<file path="src/hw/vrf_cfg_pkg.sv">
////////////////////////////////////////////////////////////////////////////
// register file geometry and element width encoding
// one sew per request, vl counts elements of the addressed group
////////////////////////////////////////////////////////////////////////////
package vrf_cfg_pkg;

  localparam int NUM_VREGS = 32;
  localparam int VLENB     = 16;            // bytes per register
  localparam int LANES     = 2;             // elements per port per request
  localparam int EOFF_W    = 7;             // 128 elements of a group at SEW8
  localparam int VREG_W    = 5;
  localparam int VL_W      = EOFF_W + 1;    // vl and element index
  localparam int BPOS_W    = $clog2(VLENB);
  localparam int ELEM_W    = 32;

  // read words returned for tail lanes
  localparam logic [ELEM_W-1:0] POISON0 = 32'hDED0DED0;
  localparam logic [ELEM_W-1:0] POISON1 = 32'hDED1DED1;

  typedef enum logic [1:0] {
    SEW8  = 2'd0,
    SEW16 = 2'd1,
    SEW32 = 2'd2
  } sew_t;

  // bytes per element
  function automatic logic [2:0] sew_bytes(input sew_t sew);
    case (sew)
      SEW16:   return 3'd2;
      SEW32:   return 3'd4;
      default: return 3'd1;
    endcase
  endfunction

endpackage

</file>
<file path="src/hw/vrf_types_pkg.sv">
////////////////////////////////////////////////////////////////////////////
// request, pipeline stage and response structs of the register file
// every struct carries valid as a one cycle strobe, no back-pressure
////////////////////////////////////////////////////////////////////////////
package vrf_types_pkg;
  import vrf_cfg_pkg::*;

  // one vector register seen as bytes, halfwords or words
  typedef union packed {
    logic [VLENB-1:0][7:0]    b;
    logic [VLENB/2-1:0][15:0] h;
    logic [VLENB/4-1:0][31:0] w;
  } vreg_u;

  typedef struct packed {
    logic                         valid;
    logic                         wen;
    sew_t                         sew;
    logic [VL_W-1:0]              vl;
    logic [VREG_W-1:0]            vd;
    logic [EOFF_W-1:0]            vd_off;
    logic [LANES-1:0][ELEM_W-1:0] w_data;
    logic [VREG_W-1:0]            vs1;
    logic [EOFF_W-1:0]            vs1_off;
    logic [VREG_W-1:0]            vs2;
    logic [EOFF_W-1:0]            vs2_off;
  } vrf_req_t;

  // where one element sits
  typedef struct packed {
    logic [VREG_W-1:0] reg_idx;
    logic [BPOS_W-1:0] bpos;        // first byte of the element
  } elem_loc_t;

  typedef struct packed {
    logic                         valid;
    sew_t                         sew;
    elem_loc_t [LANES-1:0]        wr_loc;
    logic [LANES-1:0]             wr_en;
    logic [LANES-1:0][ELEM_W-1:0] w_data;
    elem_loc_t [LANES-1:0]        vs1_loc;
    logic [LANES-1:0]             vs1_live;
    elem_loc_t [LANES-1:0]        vs2_loc;
    logic [LANES-1:0]             vs2_live;
    logic [LANES-1:0][EOFF_W-1:0] mask_idx;   // bit index into v0
  } vrf_addr_t;

  typedef struct packed {
    logic                         valid;
    sew_t                         sew;
    logic [LANES-1:0][ELEM_W-1:0] vs1_raw;    // not yet width masked
    logic [LANES-1:0][ELEM_W-1:0] vs2_raw;
    logic [LANES-1:0]             vs1_live;
    logic [LANES-1:0]             vs2_live;
    logic [LANES-1:0]             mask;
  } vrf_raw_t;

  typedef struct packed {
    logic                         valid;
    logic [LANES-1:0][ELEM_W-1:0] vs1_data;
    logic [LANES-1:0][ELEM_W-1:0] vs2_data;
    logic [LANES-1:0]             mask;
  } vrf_resp_t;

endpackage

</file>
<file path="src/hw/vrf_elem_addr.sv">
////////////////////////////////////////////////////////////////////////////
// stage 1, element offsets to register index and byte position
// register index wraps mod 32, group bounds are not checked
////////////////////////////////////////////////////////////////////////////
module vrf_elem_addr
  import vrf_cfg_pkg::*, vrf_types_pkg::*;
(
  input  logic      CLK,
  input  logic      nRST,
  input  vrf_req_t  req,
  output vrf_addr_t addr
);

  vrf_addr_t addr_d;

  // element e of the group based at base
  function automatic elem_loc_t locate(
    input logic [VREG_W-1:0] base,
    input logic [VL_W-1:0]   e,
    input sew_t              sew
  );
    logic [VL_W-1:0] step;
    elem_loc_t       loc;
    case (sew)
      SEW16: begin
        step     = e >> (BPOS_W - 1);         // 8 halfwords per register
        loc.bpos = {e[BPOS_W-2:0], 1'b0};
      end
      SEW32: begin
        step     = e >> (BPOS_W - 2);
        loc.bpos = {e[BPOS_W-3:0], 2'b00};
      end
      default: begin
        step     = e >> BPOS_W;
        loc.bpos = e[BPOS_W-1:0];
      end
    endcase
    loc.reg_idx = base + step[VREG_W-1:0];    // wraps past v31
    return loc;
  endfunction

  always_comb begin
    logic [VL_W-1:0] e_vd;
    logic [VL_W-1:0] e_vs1;
    logic [VL_W-1:0] e_vs2;
    addr_d        = '0;
    addr_d.valid  = req.valid;
    addr_d.sew    = req.sew;
    addr_d.w_data = req.w_data;
    for (int k = 0; k < LANES; k++) begin
      e_vd  = VL_W'(req.vd_off) + VL_W'(k);
      e_vs1 = VL_W'(req.vs1_off) + VL_W'(k);
      e_vs2 = VL_W'(req.vs2_off) + VL_W'(k);

      addr_d.wr_loc[k] = locate(req.vd, e_vd, req.sew);
      addr_d.wr_en[k]  = req.valid & req.wen & (e_vd < req.vl);

      addr_d.vs1_loc[k]  = locate(req.vs1, e_vs1, req.sew);
      addr_d.vs1_live[k] = e_vs1 < req.vl;
      addr_d.vs2_loc[k]  = locate(req.vs2, e_vs2, req.sew);
      addr_d.vs2_live[k] = e_vs2 < req.vl;

      // mask bit follows the destination element
      addr_d.mask_idx[k] = req.vd_off + EOFF_W'(k);
    end
  end

  always_ff @(posedge CLK, negedge nRST) begin
    if (!nRST) begin
      addr <= '0;
    end else begin
      addr <= addr_d;
    end
  end

endmodule

</file>
<file path="config.mk">
export PLATFORM = sky130hd
export DESIGN_NAME = vrf_elem_addr
export DESIGN_NICKNAME = d
export VERILOG_FILES = /design/src/hw/vrf_cfg_pkg.sv /design/src/hw/vrf_types_pkg.sv /design/src/hw/vrf_elem_addr.sv
export SDC_FILE = /design/constraint.sdc
export NUM_CORES = 1
export LEC_CHECK = 0
export ABC_AREA = 1
export BUFFER_PORTS_ARGS = -buffer_cell sky130_fd_sc_hd__buf_2
export CORE_UTILIZATION = 25
export DETAILED_ROUTE_END_ITERATION = 10
export HOLD_SLACK_MARGIN = 0.15
export SLEW_MARGIN = 10
export SYNTH_ARGS = -nofsm -noshare
export SYNTH_HDL_FRONTEND = slang
export SYNTH_SLANG_ARGS = --single-unit
export TNS_END_PERCENT = 1
</file>
<file path="constraint.sdc">
create_clock -name CLK -period 0.8 [get_ports CLK]
set_input_delay 0.08 -clock CLK [delete_from_list [all_inputs] [get_ports CLK]]
set_output_delay 0.08 -clock CLK [all_outputs]
set_load 0.02 [all_outputs]
</file>
-- Yosys cells after proc, flatten, opt, wreduce, memory -nomap -nowiden
Index checks and enable logic that the tools add are counted.
- register bits: 141
- input bits: 114
- output and inout port bits: 141
- word-level logic and storage cells: 54
- $add $sub $neg: 10
- order comparisons: 6
- equal/unequal tests: 2
- mux-type cells: 12
- bitwise gates (word level): 3
- operator list (operator ; number):
    case mux 5 bit (2 select lines) ; 6
    case mux 4 bit (2 select lines) ; 6
    adder 5 bit ; 6
    adder 7 x 1 -> 8 bit (second input constant) ; 3
    less-than comparator 7 x 8 -> 1 bit ; 3
    less-than comparator 8 bit ; 3
    adder 7 x 1 -> 7 bit (second input constant) ; 1
    AND 1 bit ; 3
    equality test 2 x 1 -> 1 bit (second input constant) ; 1
    equality test 2 bit (second input constant) ; 1

-- Depth between registers and ports, before layout
- depth in word-level cells: 3
- depth in mapped cells: 18
- mapped depth without buffers: 16

-- Worst setup path before layout
Ideal clock, no wire load.
- kind: in2reg
- start point: in req[108] (netlist name)
- end point: reg addr[53] (netlist name)
- library setup time: 117 ps
- data arrival time: 1987 ps
- data required time: 683 ps
- path slack: -1304 ps
- stages on the path: 14
- buffers on the path: 2
- cell sequence: inv_1 ha_1 buf_6 inv_2 clkbuf_1 o211ai_1 ha_1 fa_1 nand3_1 nand4_1 nand2_1 inv_1 nand3_1 nand2_1
- RTL lines (what ; line ; text):
    start, declared ; vrf_elem_addr.sv:10 ; input vrf_req_t req,
    end signal, assigned ; vrf_elem_addr.sv:72 ; addr <= addr_d;
    end, declared ; vrf_elem_addr.sv:11 ; output vrf_addr_t addr

==> reports/metrics.cfg <==
[sta]
finalWorstPathRequiredPeriod_ns=1.58
drv_slew=0
fmax_mhz=632
hold_ws_ns=-0.0654
finalHoldViolCount=6
slew_headroom_pct=74.4
setup_violations=179
fin_crit_sh_pct=198
rsz0062_at_grt=yes
worst_slew_pin_slew_ns=0.384
finalWorstSetupSlack_ns=-0.782

[setup_path]
path_class=in -> reg
arrival_ns=1.89
critPathMaxStageDelay_ns=0.39
crit_chain=buf_8 -> inv_8 -> ha_4 -> inv_4 -> nand2_8 -> inv_8 -> nand2_2 -> o211ai_1 -> ha_2 -> fa_2 -> nand3_2 -> nand4_1 -> nand2_1 -> inv_1 -> nand3_2 -> nand2_1
critPathTopFamily=adder cells
crit_path_end_kind=flip-flop
slowest_stage=fa_2
cp.depth=16
path_buf_inv=5
crit_path_start_kind=primary input
cp.required_ns=1.11
startpoint=req[108]
crit_end=addr[53]$_DFF_PN0_
crit_path_max_fanout=7

[global_routing]
grt_max_degree=32
grt_pass1_vias=6522
grt-ovfl-total=0
grt_usage_pct=17.1
grt_pass1_wl_mm=34.3
antenna_found_initial=4

[layout]
syn2layout_area_growth_pct=73.5
ff_latch_area_sq_um=3530
final.fill_count=2420
drive_gt1_share_pct=45.8
design_area_sq_um=11300
top_regs=addr (141)
largest-register=addr
multiInputGateArea_sq_um=3090
postLayoutCoreUtil_pct=44.6
num-nets-final=1277
largest_register_ffs=141

[power_and_ir_drop]
seqPwrFrac_pct=37.6
p_total_mw=21.6
intPower_mw=14.6
switchingPower_mw=6.93
power.density_nw_per_um2=1900
swShare_pct=32.1
combPwrFrac_pct=27.6
peakVddDrop_mv=1.01
p_leak_nw=5.77
power_frac_clock_pct=34.8

[status]
status=finished, violations left
violations=hold timing, setup timing

[synthesis]
synth_top_area_share_pct=54.0
synth-edff-count=0
yosys.area.top_type=dfrtp_1
yosysMostFrequentCell=dfrtp_1
async_reset_ff_share_pct=100
postSynthCellCount=609
synth_ff_type=dfrtp_1
synthTopCellsByCount=141 x dfrtp_1, 116 x nand2_1, 69 x ha_1
yosysSeqAreaShare_pct=54.0
syn_area_per_cell_sq_um=10.7
yosys.cell_types.count=35
synth-seq-cells=141
syn-num-nets=798
synth.top_cells.by_area=dfrtp_1 54%, ha_1 13%, nand2_1 6.7%
synth_area_sq_um=6530
ys_warn_count=0

[placed_design]
dp_hpwl_mm=17.5
post-place-ws_ns=-1.34
port_buffers=254
finalWeightedCongestion=0.863
dpl_cell_area_sq_um=9250

[route]
avgRoutedWirePerCell_um=15.7
drtPass1Iterations=4
drc=0
ant_nets=0
via_count=6198
finalWirelength_mm=22.5
drt_iter0_drc=262
viasPerCell=4.33

[clocking]
htreeDepth=4
root_buffer=clkbuf_16
clock-sinks=141
clkTransAtPathRegs_ns=0.06
clock_path_buffers=2
tritoncts=done
cts_buffers=17

[floorplan]
die_w_um=164
die-height_um=164
core_area_sq_um=25400
num_rows=58
die_area_sq_um=26800
start_util_pct=25.7
io-pin-count=255

[run]
max_cap_viol_count=0

[hold_path]
hp-class=in -> reg

[repair_timing]
item	4_1_cts	5_1_grt
resized for setup	94	82
pin swaps	17	8
endpoints found under the hold margin	260	31
hold buffers	84	1
endpoints found under the setup margin	187	196
buffers inserted	2	1
[through the flow]
stage                     std cells  setup TNS [ns]
final                          1432          -47.35
after floorplan                 609          -31.48
after global routing           1430          -55.22
after global placement         1311          -49.20
after CTS                      1428          -52.14
after detailed placement       1311          -49.97
[power groups by stage]
stage	clock network, mW	registers (mW)	logic [mW]
after floorplan	0	9.14	1.57
after global placement	0	8.17	5.06
after detailed placement	0	8.17	5.11
after CTS	7.79	8.09	5.76
after global routing	8.11	8.18	6.50
final	7.50	8.11	5.95
[final cells by class]
| cell class | count | share of cell area [%] |
|---|---|---|
| antenna | 2 | 0.0442 |
| clock buffer | 17 | 3.75 |
| clock inverter | 14 | 1.09 |
| inverter | 57 | 2.09 |
| multi-input combinational | 398 | 27.2 |
| sequential | 141 | 31.1 |
| tap | 330 | 3.64 |
| timing repair buffer | 473 | 31.0 |
[per-layer routing]
metal	routed length, um	track usage (%)	part of all wire [%]
met4	218	4.80	0.97
met1	8730	18.6	39
met5	24	0	0.11
met2	11900	31.9	53
met3	1600	4.75	7.1
[logic make-up (layout without fill, tap and decap cells)]
logic type	after synthesis	in the layout	share of synthesized area [%]
XOR/XNOR	22	22	2.95
adder cells (fa/ha/maj)	75	75	15.1
AND/OR/NAND/NOR	212	212	14.8
buffers and inverters	70	561	4.52
AO/OA/AOI/OAI	89	89	8.64
flip-flops	141	141	54.0
other	0	2	0
[layout by cell type, fill, tap and decap left out, drive strengths merged]
cell          instances
fa                    6
diode                 2
nand4                 5
clkbuf               17
a21o                  1
o21bai                3
ha                   69
and3                  1
dlymetal6s2s          1
inv                  65
dfrtp               141
dlygate4sd3          80
clkinv                3
o22ai                 9
buf                 388
o21a                  1
and2                  5
xor2                 22
o21ai                16
dlymetal6s4s          4
a22oi                 5
nand2               121
o221ai               14
nor2                 29
a21oi                31
clkinvlp              3
nor3                  1
nand3                50
o211ai                9
[worst min-delay path by stage]
stage,end,slack (ns),cells after the start,start
global route,addr[40]$_DFF_PN0_,-0.06,2,req[19]
detailed placement,addr[103]$_DFF_PN0_,-0.07,1,nRST
global placement,addr[103]$_DFF_PN0_,-0.07,1,nRST
CTS,addr[133]$_DFF_PN0_,-0.09,2,req[95]
floorplan,addr[0]$_DFF_PN0_,-0.22,0,nRST
finish,addr[40]$_DFF_PN0_,-0.07,2,req[19]
(Power assumes the default switching activity.)
