$ cat src/hw/vrf_cfg_pkg.sv
////////////////////////////////////////////////////////////////////////////
// register file geometry and element width encoding
// one sew per request, vl counts elements of the addressed group
////////////////////////////////////////////////////////////////////////////
package vrf_cfg_pkg;

  localparam int NUM_VREGS = 32;
  localparam int VLENB     = 16;            // bytes per register
  localparam int LANES     = 2;             // elements per port per request
  localparam int EOFF_W    = 7;             // 128 elements of a group at SEW8
  localparam int VREG_W    = 5;
  localparam int VL_W      = EOFF_W + 1;    // vl and element index
  localparam int BPOS_W    = $clog2(VLENB);
  localparam int ELEM_W    = 32;

  // read words returned for tail lanes
  localparam logic [ELEM_W-1:0] POISON0 = 32'hDED0DED0;
  localparam logic [ELEM_W-1:0] POISON1 = 32'hDED1DED1;

  typedef enum logic [1:0] {
    SEW8  = 2'd0,
    SEW16 = 2'd1,
    SEW32 = 2'd2
  } sew_t;

  // bytes per element
  function automatic logic [2:0] sew_bytes(input sew_t sew);
    case (sew)
      SEW16:   return 3'd2;
      SEW32:   return 3'd4;
      default: return 3'd1;
    endcase
  endfunction

endpackage

$ cat src/hw/vrf_types_pkg.sv
////////////////////////////////////////////////////////////////////////////
// request, pipeline stage and response structs of the register file
// every struct carries valid as a one cycle strobe, no back-pressure
////////////////////////////////////////////////////////////////////////////
package vrf_types_pkg;
  import vrf_cfg_pkg::*;

  // one vector register seen as bytes, halfwords or words
  typedef union packed {
    logic [VLENB-1:0][7:0]    b;
    logic [VLENB/2-1:0][15:0] h;
    logic [VLENB/4-1:0][31:0] w;
  } vreg_u;

  typedef struct packed {
    logic                         valid;
    logic                         wen;
    sew_t                         sew;
    logic [VL_W-1:0]              vl;
    logic [VREG_W-1:0]            vd;
    logic [EOFF_W-1:0]            vd_off;
    logic [LANES-1:0][ELEM_W-1:0] w_data;
    logic [VREG_W-1:0]            vs1;
    logic [EOFF_W-1:0]            vs1_off;
    logic [VREG_W-1:0]            vs2;
    logic [EOFF_W-1:0]            vs2_off;
  } vrf_req_t;

  // where one element sits
  typedef struct packed {
    logic [VREG_W-1:0] reg_idx;
    logic [BPOS_W-1:0] bpos;        // first byte of the element
  } elem_loc_t;

  typedef struct packed {
    logic                         valid;
    sew_t                         sew;
    elem_loc_t [LANES-1:0]        wr_loc;
    logic [LANES-1:0]             wr_en;
    logic [LANES-1:0][ELEM_W-1:0] w_data;
    elem_loc_t [LANES-1:0]        vs1_loc;
    logic [LANES-1:0]             vs1_live;
    elem_loc_t [LANES-1:0]        vs2_loc;
    logic [LANES-1:0]             vs2_live;
    logic [LANES-1:0][EOFF_W-1:0] mask_idx;   // bit index into v0
  } vrf_addr_t;

  typedef struct packed {
    logic                         valid;
    sew_t                         sew;
    logic [LANES-1:0][ELEM_W-1:0] vs1_raw;    // not yet width masked
    logic [LANES-1:0][ELEM_W-1:0] vs2_raw;
    logic [LANES-1:0]             vs1_live;
    logic [LANES-1:0]             vs2_live;
    logic [LANES-1:0]             mask;
  } vrf_raw_t;

  typedef struct packed {
    logic                         valid;
    logic [LANES-1:0][ELEM_W-1:0] vs1_data;
    logic [LANES-1:0][ELEM_W-1:0] vs2_data;
    logic [LANES-1:0]             mask;
  } vrf_resp_t;

endpackage

$ cat src/hw/vrf_read_format.sv
////////////////////////////////////////////////////////////////////////////
// stage 3, zero extension by sew and tail poison on read lanes
// tail words are DED0DED0 for lane 0 and DED1DED1 for lane 1
////////////////////////////////////////////////////////////////////////////
module vrf_read_format
  import vrf_cfg_pkg::*, vrf_types_pkg::*;
(
  input  logic      CLK,
  input  logic      nRST,
  input  vrf_raw_t  raw,
  output vrf_resp_t resp
);

  vrf_resp_t resp_d;

  function automatic logic [ELEM_W-1:0] fmt_lane(
    input logic [ELEM_W-1:0] raw_w,
    input logic              live,
    input sew_t              sew,
    input logic [ELEM_W-1:0] poison
  );
    logic [ELEM_W-1:0] keep;
    for (int j = 0; j < ELEM_W / 8; j++) begin
      keep[8*j +: 8] = (j < int'(sew_bytes(sew))) ? 8'hff : 8'h00;
    end
    return live ? (raw_w & keep) : poison;
  endfunction

  always_comb begin
    logic [ELEM_W-1:0] poison;
    resp_d       = '0;
    resp_d.valid = raw.valid;
    resp_d.mask  = raw.mask;                 // mask is not width dependent
    for (int k = 0; k < LANES; k++) begin
      poison            = (k == 0) ? POISON0 : POISON1;
      resp_d.vs1_data[k] = fmt_lane(raw.vs1_raw[k], raw.vs1_live[k], raw.sew, poison);
      resp_d.vs2_data[k] = fmt_lane(raw.vs2_raw[k], raw.vs2_live[k], raw.sew, poison);
    end
  end

  always_ff @(posedge CLK, negedge nRST) begin
    if (!nRST) begin
      resp <= '0;
    end else begin
      resp <= resp_d;
    end
  end

endmodule

$ cat config.mk
export PLATFORM = sky130hd
export DESIGN_NAME = vrf_read_format
export DESIGN_NICKNAME = d
export VERILOG_FILES = /design/src/hw/vrf_cfg_pkg.sv /design/src/hw/vrf_types_pkg.sv /design/src/hw/vrf_read_format.sv
export SDC_FILE = /design/constraint.sdc
export NUM_CORES = 1
export LEC_CHECK = 0
export BUFFER_PORTS_ARGS = -buffer_cell sky130_fd_sc_hd__buf_2
export CAP_MARGIN = 20
export CORE_ASPECT_RATIO = 1.25
export CORE_MARGIN = 2
export CORE_UTILIZATION = 35
export DETAILED_ROUTE_END_ITERATION = 16
export PLACE_DENSITY = 0.82
export SKIP_LAST_GASP = 1
export SYNTH_ARGS = -nofsm -noshare
export SYNTH_HDL_FRONTEND = slang
export SYNTH_SLANG_ARGS = --single-unit
$ cat constraint.sdc
create_clock -name CLK -period 0.8 [get_ports CLK]
set_clock_uncertainty 0.2 [all_clocks]
set_input_delay 0.12 -clock CLK [delete_from_list [all_inputs] [get_ports CLK]]
set_output_delay 0.12 -clock CLK [all_outputs]
set_load 0.03 [all_outputs]
# == After elaboration in Yosys (flattened, before gate mapping) ==
# Index checks and enable logic that the tools add are counted.
# Widths: inputs -> output; s select.
# word_totals
register_bits,131
input_bits,139
word_cells,25
# classes
order_cmp,4
n_eq_ne,2
n_mux,9
bitwise_logic,4
# ops
operator,n
$and 32x32->32,4
$mux 32,4
$mux 8,4
$lt 1x3->1 const A,2
$lt 2x3->1 const A,2
$pmux 3 s2,1
$eq 2x1->1 const B,1
$eq 2x2->1 const B,1

# == Logic depth before layout (Yosys ltp) ==
# Gate-level depths: netlist (run 1).
# logic_depth
ltp_word,6
depth_mapped,6
mapped_depth_nobuf,4

# == Worst setup path before layout (run 1) ==
# No wires, ideal clock.
# synth_timing
path_type,in2reg
start,input port raw[134] in the netlist's numbering
end,register resp[10] in the netlist's numbering
arrival_time_ns,0.802
required_ns,0.534
slack_ns,-0.269
stages,4
path_buffers,1
path_cell_list,inv_1 > ha_1 > buf_4 > and3b_1
# synth_rtl
item,line,source
from (decl),vrf_read_format.sv:10,"input vrf_raw_t raw,"
to (signal assigned),vrf_read_format.sv:45,resp <= resp_d;
to (decl),vrf_read_format.sv:11,output vrf_resp_t resp

# == Worst setup path in the final report (run 1) ==
# layout_timing
start,register resp[9] in the netlist's numbering
end,output port resp[9] in the netlist's numbering
# No word-level cell between the ends.

==> results of run 1 <==
[how the worst min path moves through the flow]
stage | cells after the start | slack (ns) | to | start
3_5_place_dp | 1 | -0.18 | resp[26]$_DFF_PN0_ | nRST
4_1_cts | 1 | -0.62 | resp[26]$_DFF_PN0_ | nRST
3_3_place_gp | 1 | -0.18 | resp[26]$_DFF_PN0_ | nRST
2_1_floorplan | 0 | -0.38 | resp[0]$_DFF_PN0_ | nRST
5_1_grt | 1 | -0.62 | resp[26]$_DFF_PN0_ | nRST
6_report | 1 | -0.61 | resp[56]$_DFF_PN0_ | nRST
[kinds of logic after synthesis]
logic type / share of synthesized area
compound gates: 0.0273
fa+ha+maj: 0.00284
buf+inv: 0.0620
flops: 0.745
simple gates: 0.163
[layer usage]
metal / wire length [µm] / GRT usage / vias to the layer above
li1: - / - / 1770
met1: 5240 / 0.242 / 1870
met2: 8290 / 0.431 / 224
met3: 1260 / 0.0739 / 39
met4: 535 / 0.114 / 0
met5: 0 / 0 / -
[final cells by class]
type                    instances  share of cell area
repair buffers                353               0.391
flip-flops and latches        131               0.390
multi-input cells             167               0.108
clock buffers                  20              0.0531
well taps                     164              0.0244
clock inverters                12              0.0214
inverters                      25              0.0120
diodes                          1            0.000297
[cell usage in the layout, fill, tap and decap left out]
cell type       count
and3b_1             8
o21ai_0             7
inv_6               1
nand2b_4            3
and2_1             17
clkinvlp_4          2
nand2_1            70
buf_6             133
nand2_2             6
o21ai_1            16
buf_2             105
clkinv_2            2
bufinv_16           4
clkbuf_8            1
inv_1              19
clkbuf_16          17
buf_4              19
inv_2               5
buf_8               1
clkinv_4            3
dlygate4sd3_1      64
nand2b_1           11
buf_12             11
dfrtp_1           131
dlymetal6s4s_1     20
and3_1             26
diode_2             1
clkbuf_1            2
and2_4              1
o21ai_2             1
inv_8               1
ha_4                1
[power by group through the flow]
stage	sequential, mW	clock [mW]	combinational, mW
after global placement	7.17	0	2.22
after detailed placement	7.19	0	2.25
after CTS	7.17	8.24	3.05
after global routing	7.20	8.61	3.33
after floorplan	7.95	0	0.429
final	7.18	8.16	3.14
[what timing repair did]
| action | in CTS | in global routing |
|---|---|---|
| endpoints found under the hold margin | 262 | 259 |
| setup buffers | 4 | 3 |
| setup endpoints to repair | 205 | 202 |
| resized for setup | 262 | 55 |
| pin swaps | 1 | 2 |
==> run_results.csv, run 1 <==
group,metric,value,unit
worst_setup_path,crit_cells,1,
power,intPower,13.8,mW
timing,fmax,0.779,GHz
final_layout,largest_registers,"resp: 131 flops",
final_layout,largest_reg_flops,131,
logic_synthesis,synth-edff-count,0,
job,drv_cap,0,
floorplanning,core,12200,µm²
cts,numCtsBuffers,17,
routing,final_antenna_net_count,0,
place,place_area,6080,µm²
worst_setup_path,cp_data_arrival_time,0.96,ns
timing,rsz0062_at_grt,"true",
timing,drv_slew,0,
routing,firstDrtPassIters,4,
worst_setup_path,critical_path_required,0.48,ns
final_layout,drive_gt1_frac,0.448,
final_layout,postLayoutCellArea,8410,µm²
final_layout,nFillCells,755,
routing,drc_errors,0,
power,p_sw_frac,0.252,
global_routing,grt_max_degree,33,
worst_setup_path,cp_max_fo,1,
logic_synthesis,synth.distinct_cells,12,
cts,cts_buffer_depth,2,
floorplanning,die-height,129,µm
worst_setup_path,crit_path_top_delay_cell,"dfrtp_1",
logic_synthesis,synth_fp_nets,485,
routing,via_per_inst,4.47,
final_layout,area_growth,91.1,%
place,post-place-ws,-0.578,ns
cts,root_buffer,"clkbuf_16",
final_layout,seq_area,3280,µm²
worst_setup_path,crit_family,"flip-flops",
worst_setup_path,worst_setup_path_end_kind,"primary output",
logic_synthesis,netlist_top_cells_count,"dfrtp_1, nand2_1, and3_1",
logic_synthesis,yosysTopAreaCell,"dfrtp_1",
logic_synthesis,ys_seq_area_frac,0.745,
floorplanning,die_x,104,µm
worst_setup_path,cp-endpoint,"resp[9]",
timing,tightest_slew,0.313,ns
worst_hold_path,hold_path_class,"primary input to async pin",
logic_synthesis,synthFlopType,"dfrtp_1",
timing,relSlewSlack,0.791,
worst_setup_path,startpoint_type,"flop",
logic_synthesis,avgSynthCellArea,12.8,µm²
logic_synthesis,yosysTopAreaCellShare,0.745,
worst_setup_path,path_buf_inv,1,
outcome,outcome,"complete, but fails checks",
power,max-vdd-ir-drop,0.00142,V
cts,cts_tree,"done",
floorplanning,ioPinCount,270,
routing,postRouteWirelength,15300,µm
global_routing,grt.overflow.total,0,
place,hpwlAfterDp,8860,µm
timing,fin_crit,1.28,ns
worst_setup_path,setup.worst_path.start,"resp[9]$_DFF_PN0_",
worst_setup_path,cp_slowest_stage_delay,0.41,ns
routing,first_iter_violations,112,
power,p_sw,4.65,mW
routing,vias,3903,
timing,period_share,1.60,
place,portBuffers,269,
logic_synthesis,synthArstFlopShare,1.00,
final_layout,multi_input_comb_area,907,µm²
global_routing,grt_pass1_wl,23800,µm
routing,avgRoutedWirePerCell,17.5,µm
logic_synthesis,synth_area_leaders,"dfrtp_1, nand2_1, and3_1",
worst_setup_path,cp_cell_sequence,"buf_6",
power,power,18.5,mW
global_routing,first_global_vias,4429,
timing,setup_viol,144,
floorplanning,dieArea,13500,µm²
floorplanning,rows,45,
timing,postLayoutSetupSlackWorst,-0.483,ns
power,power.leakage,4.47,nW
place,gp_congestion,0.778,
logic_synthesis,yosysMostFrequentCell,"dfrtp_1",
worst_setup_path,path_class,"flop to primary output",
final_layout,top_register,"resp",
power,p_seq_frac,0.389,
global_routing,antenna_found_initial,1,
timing,finalSetupTns,-57.25,ns
timing,hold_viol_final,258,
cts,clk_pin_slew,0.06,ns
timing,whs,-0.613,ns
logic_synthesis,ys_ff_latch,131,
final_layout,fin_cells,873,
power,pwr-share-comb,0.170,
global_routing,grt.total_usage,0.234,
place,dp_cells,780,
logic_synthesis,syn_inst,345,
power,power_frac_clock,0.441,
logic_synthesis,syn_area,4400,µm²
outcome,failed_checks,"negative hold slack, negative setup slack",
cts,holdBufCountCts,84,
floorplanning,start_util,0.360,
final_layout,finish.utilization,0.689,
final_layout,final_nets,835,
cts,cts_htree_levels,4,
cts,cts.sinks,131,
logic_synthesis,yosys_warnings,0,
power,powerDensity,2200,nW/µm²
No activity file was read; power rests on OpenSTA's default activity.
==> run 2: changes to the inputs <==
Settings changed: MAX_ROUTING_LAYER set to met4.
==> run 2 against run 1 <==
Effect of this change:
- the flow still finishes with violations (negative hold slack, negative setup slack)
- core utilization is 0.082 points higher
- hold slack got worse by 0.00084 ns
- sequential power barely moved
- highest routed layer unchanged
==> run_results.csv, run 2 (same netlist as run 1, synthesis figures left out) <==
group,metric,value,unit
power,power.leakage,4.47,nW
worst_setup_path,critical_path_required,0.48,ns
worst_setup_path,cp_max_fo,1,
final_layout,fin_cells,876,
power,powerDensity,2200,nW/µm²
place,portBuffers,269,
routing,maxUsedRoutingLayer,"met4",
timing,whs,-0.614,ns
place,post-place-ws,-0.578,ns
worst_setup_path,cp_slowest_stage_delay,0.41,ns
global_routing,grt.total_usage,0.242,
place,hpwlAfterDp,8860,µm
final_layout,finish.utilization,0.689,
global_routing,first_global_vias,4445,
floorplanning,core,12200,µm²
cts,cts_htree_levels,4,
cts,clk_pin_slew,0.06,ns
worst_setup_path,path_class,"flop to primary output",
worst_setup_path,cp_data_arrival_time,0.96,ns
cts,cts_buffer_depth,2,
global_routing,antenna_found_initial,1,
routing,dr_wl_met2,8490,µm
routing,postRouteWirelength,15500,µm
final_layout,largest_registers,"resp: 131 flops",
worst_setup_path,crit_family,"flip-flops",
final_layout,postLayoutCellArea,8420,µm²
power,power,18.5,mW
floorplanning,rows,45,
job,drv_cap,0,
timing,period_share,1.60,
place,dp_cells,780,
worst_setup_path,startpoint_type,"flop",
cts,root_buffer,"clkbuf_16",
routing,final_antenna_net_count,0,
routing,avgRoutedWirePerCell,17.7,µm
global_routing,grt.overflow.total,0,
timing,tightest_slew,0.314,ns
floorplanning,die_x,104,µm
global_routing,grt_max_degree,33,
routing,wl_met3,1070,µm
timing,rsz0062_at_grt,"true",
routing,first_iter_violations,117,
routing,via_per_inst,4.46,
place,place_area,6080,µm²
final_layout,largest_reg_flops,131,
place,gp_congestion,0.789,
timing,postLayoutSetupSlackWorst,-0.481,ns
timing,fin_crit,1.28,ns
final_layout,final_common_cell,"buf_6",
outcome,outcome,"complete, but fails checks",
timing,finalSetupTns,-57.53,ns
timing,drv_slew,0,
cts,cts_tree,"done",
routing,drt-met1-wl,5490,µm
timing,relSlewSlack,0.791,
worst_hold_path,hold_path_class,"primary input to async pin",
timing,hold_viol_final,259,
routing,firstDrtPassIters,4,
floorplanning,dieArea,13500,µm²
timing,fmax,0.780,GHz
worst_setup_path,cp_cell_sequence,"buf_6",
worst_setup_path,path_buf_inv,1,
outcome,failed_checks,"negative hold slack, negative setup slack",
final_layout,final_nets,837,
final_layout,top_register,"resp",
final_layout,area_growth,91.4,%
worst_setup_path,crit_path_top_delay_cell,"dfrtp_1",
global_routing,grt_pass1_wl,23800,µm
final_layout,drive_gt1_frac,0.449,
routing,vias,3904,
final_layout,layout_common_cells,"buf_6, dfrtp_1, buf_2, nand2_1, dlygate4sd3_1",
cts,holdBufCountCts,84,
cts,cts.sinks,131,
floorplanning,die-height,129,µm
routing,drc_errors,0,
timing,setup_viol,145,
floorplanning,start_util,0.360,
power,max-vdd-ir-drop,0.00137,V
floorplanning,ioPinCount,270,
cts,numCtsBuffers,17,
worst_setup_path,worst_setup_path_end_kind,"primary output",
==> run 2: changes by cell type in the layout (fill, tap and decap cells not counted) <==
cell            before  now
buf_2              105  107
dlymetal6s4s_1      20   19
diode_2              1    2
dlygate4sd3_1       64   65
==> run 2: report_power, final <==
part	internal (mW)	switching, mW	total (mW)	leakage (nW)
Combinational	1.53	1.62	3.15	2.60
Sequential	6.99	0.188	7.18	1.57
Clock	5.31	2.86	8.17	0.301
Total	13.8	4.67	18.5	4.47
==> run 2: how the worst max path moves through the flow <==
stage | cells after the start | from | endpoint | slack (ns)
finish | 1 | resp[9]$_DFF_PN0_ | resp[9] | -0.48
global placement | 4 | raw[134] | resp[20]$_DFF_PN0_ | -0.52
floorplan | 5 | raw[134] | resp[58]$_DFF_PN0_ | -0.18
global route | 1 | resp[9]$_DFF_PN0_ | resp[9] | -0.52
CTS | 1 | resp[34]$_DFF_PN0_ | resp[34] | -0.48
detailed placement | 4 | raw[134] | resp[51]$_DFF_PN0_ | -0.58
==> run 2: area by class of cell <==
cell class | count | area [µm²]
Multi-Input combinational cell | 167 | 907
Sequential cell | 131 | 3280
Clock buffer | 20 | 447
Inverter | 25 | 101
Timing Repair Buffer | 355 | 3300
Antenna cell | 2 | 5.00
Tap cell | 164 | 205
Fill cell | 755 | 3790
Clock inverter | 12 | 180
==> run 2: metal layers <==
layer | track usage | vias up
met3 | 0.0679 | 32
met1 | 0.250 | 1877
li1 | - | 1773
met2 | 0.434 | 222
met4 | 0.102 | 0
met5 | - | -
==> run 2: what timing repair did <==
item,CTS,global route
setup endpoints to repair,205,201
setup buffers,4,3
pin swaps,1,2
gates resized for setup,262,54
endpoints found under the hold margin,262,259
==> run 3: changes to the inputs <==
Settings changed: BUFFER_PORTS_ARGS -buffer_cell sky130_fd_sc_hd__buf_2 to -buffer_cell sky130_fd_sc_hd__clkbuf_2, CORE_UTILIZATION 35 to 38, PLACE_DENSITY 0.82 to 0.87.
==> run 3 against run 2 <==
Effect of this change:
- the flow still finishes with violations (negative hold slack, negative setup slack)
- clock power increased by 2%
- sequential share of layout area decreased by 2.4 points
- maximum frequency decreased by 2.8%
- power increased by 3.3%
- critical endpoint is now resp[118]
- largest power group unchanged
==> run_results.csv, run 3 (same netlist as run 1, synthesis figures left out) <==
group,metric,value,unit
outcome,outcome,"complete, but fails checks",
outcome,failed_checks,"negative hold slack, negative setup slack",
final_layout,top_register,"resp",
power,max-vdd-ir-drop,0.00157,V
place,dp_cells,742,
cts,cts_buffer_depth,2,
global_routing,first_global_vias,4875,
worst_hold_path,whs_path_depth,3,
floorplanning,core,11200,µm²
global_routing,grt.overflow.total,0,
worst_hold_path,hold_path_class,"primary input to flop",
global_routing,use_met3,0.0746,
routing,drc_errors,0,
worst_setup_path,path_buf_inv,1,
final_layout,area_growth,104,%
floorplanning,rows,43,
worst_setup_path,crit_cells,1,
timing,fin_crit,1.32,ns
place,gp_congestion,0.770,
worst_setup_path,critical_path_required,0.48,ns
routing,avgRoutedWirePerCell,21.3,µm
timing,hold_viol_final,125,
worst_setup_path,cp_slowest_stage_delay,0.43,ns
final_layout,final_nets,839,
global_routing,grt_max_degree,45,
timing,rsz0062_at_grt,"true",
routing,final_antenna_net_count,0,
final_layout,postLayoutCellArea,8970,µm²
final_layout,final_common_cell,"dfrtp_1",
final_layout,drive_gt1_frac,0.440,
power,powerDensity,2130,nW/µm²
worst_setup_path,crit_path_top_delay_cell,"dfrtp_1",
place,place_area,5960,µm²
power,power.leakage,4.70,nW
timing,drv_slew,0,
timing,setup_viol,151,
worst_setup_path,startpoint_type,"flop",
final_layout,nFillCells,579,
final_layout,fin_cells,851,
global_routing,antenna_found_initial,3,
final_layout,largest_reg_flops,131,
floorplanning,dieArea,12500,µm²
timing,period_share,1.65,
floorplanning,start_util,0.393,
final_layout,layout_common_cells,"dfrtp_1, buf_8, clkbuf_2, dlygate4sd3_1, nand2_1",
global_routing,gr-usage-met2,0.506,
routing,firstDrtPassIters,4,
timing,fmax,0.759,GHz
global_routing,grt_busiest_layer,"met2",
routing,via_per_inst,4.87,
job,drv_cap,0,
global_routing,grt.total_usage,0.293,
timing,tightest_slew,0.258,ns
routing,first_iter_violations,207,
global_routing,globalRouteMet1Util,0.294,
worst_setup_path,crit_family,"flip-flops",
place,hpwlAfterDp,8750,µm
cts,numCtsBuffers,17,
routing,vias,4144,
cts,clk_pin_slew,0.06,ns
final_layout,multi_input_comb_area,926,µm²
cts,cts_tree,"done",
worst_setup_path,cp_data_arrival_time,1.00,ns
final_layout,finish.utilization,0.802,
timing,whs,-0.263,ns
cts,cts.sinks,131,
timing,postLayoutSetupSlackWorst,-0.518,ns
place,portBuffers,269,
floorplanning,die_x,100,µm
worst_setup_path,cp_cell_sequence,"buf_8",
routing,postRouteWirelength,18100,µm
cts,cts_htree_levels,4,
floorplanning,ioPinCount,270,
worst_setup_path,path_class,"flop to primary output",
final_layout,largest_registers,"resp: 131 flops",
worst_setup_path,cp_max_fo,1,
floorplanning,die-height,124,µm
global_routing,grt_pass1_wl,26400,µm
timing,relSlewSlack,0.828,
power,power,19.1,mW
cts,root_buffer,"clkbuf_16",
worst_setup_path,worst_setup_path_end_kind,"primary output",
final_layout,seq_area,3280,µm²
## run 3: timing repair
action                                 CTS  global route
setup endpoints to repair              213           269
gates resized for setup                264           182
hold buffers                            93             1
endpoints found under the hold margin  262           126
gates cloned                             0             2
setup buffers                            8             0
pin swaps                                1            10
## run 3: path summary, 6_finish.rpt
check | startpoint | to | slack, ns
max in group asynchronous | nRST | resp[88]$_DFF_PN0_ | 0.02
hold / removal | raw[81] | resp[77]$_DFF_PN0_ | -0.26
min in group asynchronous | nRST | resp[76]$_DFF_PN0_ | 0.18
setup / recovery | resp[118]$_DFF_PN0_ | resp[118] | -0.52
## run 3: cell type report
type,count,area share
repair buffers,357,0.429
flip-flops and latches,131,0.365
multi-input cells,167,0.103
clock buffers,21,0.0513
clock inverters,11,0.0195
well taps,135,0.0188
inverters,25,0.0113
diodes,4,0.00112
## run 3: power breakdown
group | switching [mW] | internal [mW] | total (mW)
clock | 2.92 | 5.41 | 8.33
sequential | 0.271 | 6.99 | 7.26
combinational | 1.70 | 1.82 | 3.52
## run 3: per-layer routing
metal	up-vias	share of wire
met4	0	0.056
met2	290	0.54
met5	-	0
li1	1784	-
met1	1987	0.33
met3	83	0.076
## run 3: metrics by stage
| stage | hold WS [ns] | setup TNS [ns] | setup WS (ns) |
|---|---|---|---|
| floorplan | -0.376 | -12.93 | -0.180 |
| global placement | -0.0224 | -50.86 | -0.531 |
| detailed placement | -0.0175 | -54.95 | -0.588 |
| CTS | -0.268 | -61.92 | -0.505 |
| global route | -0.256 | -64.04 | -0.553 |
| finish | -0.263 | -60.06 | -0.518 |
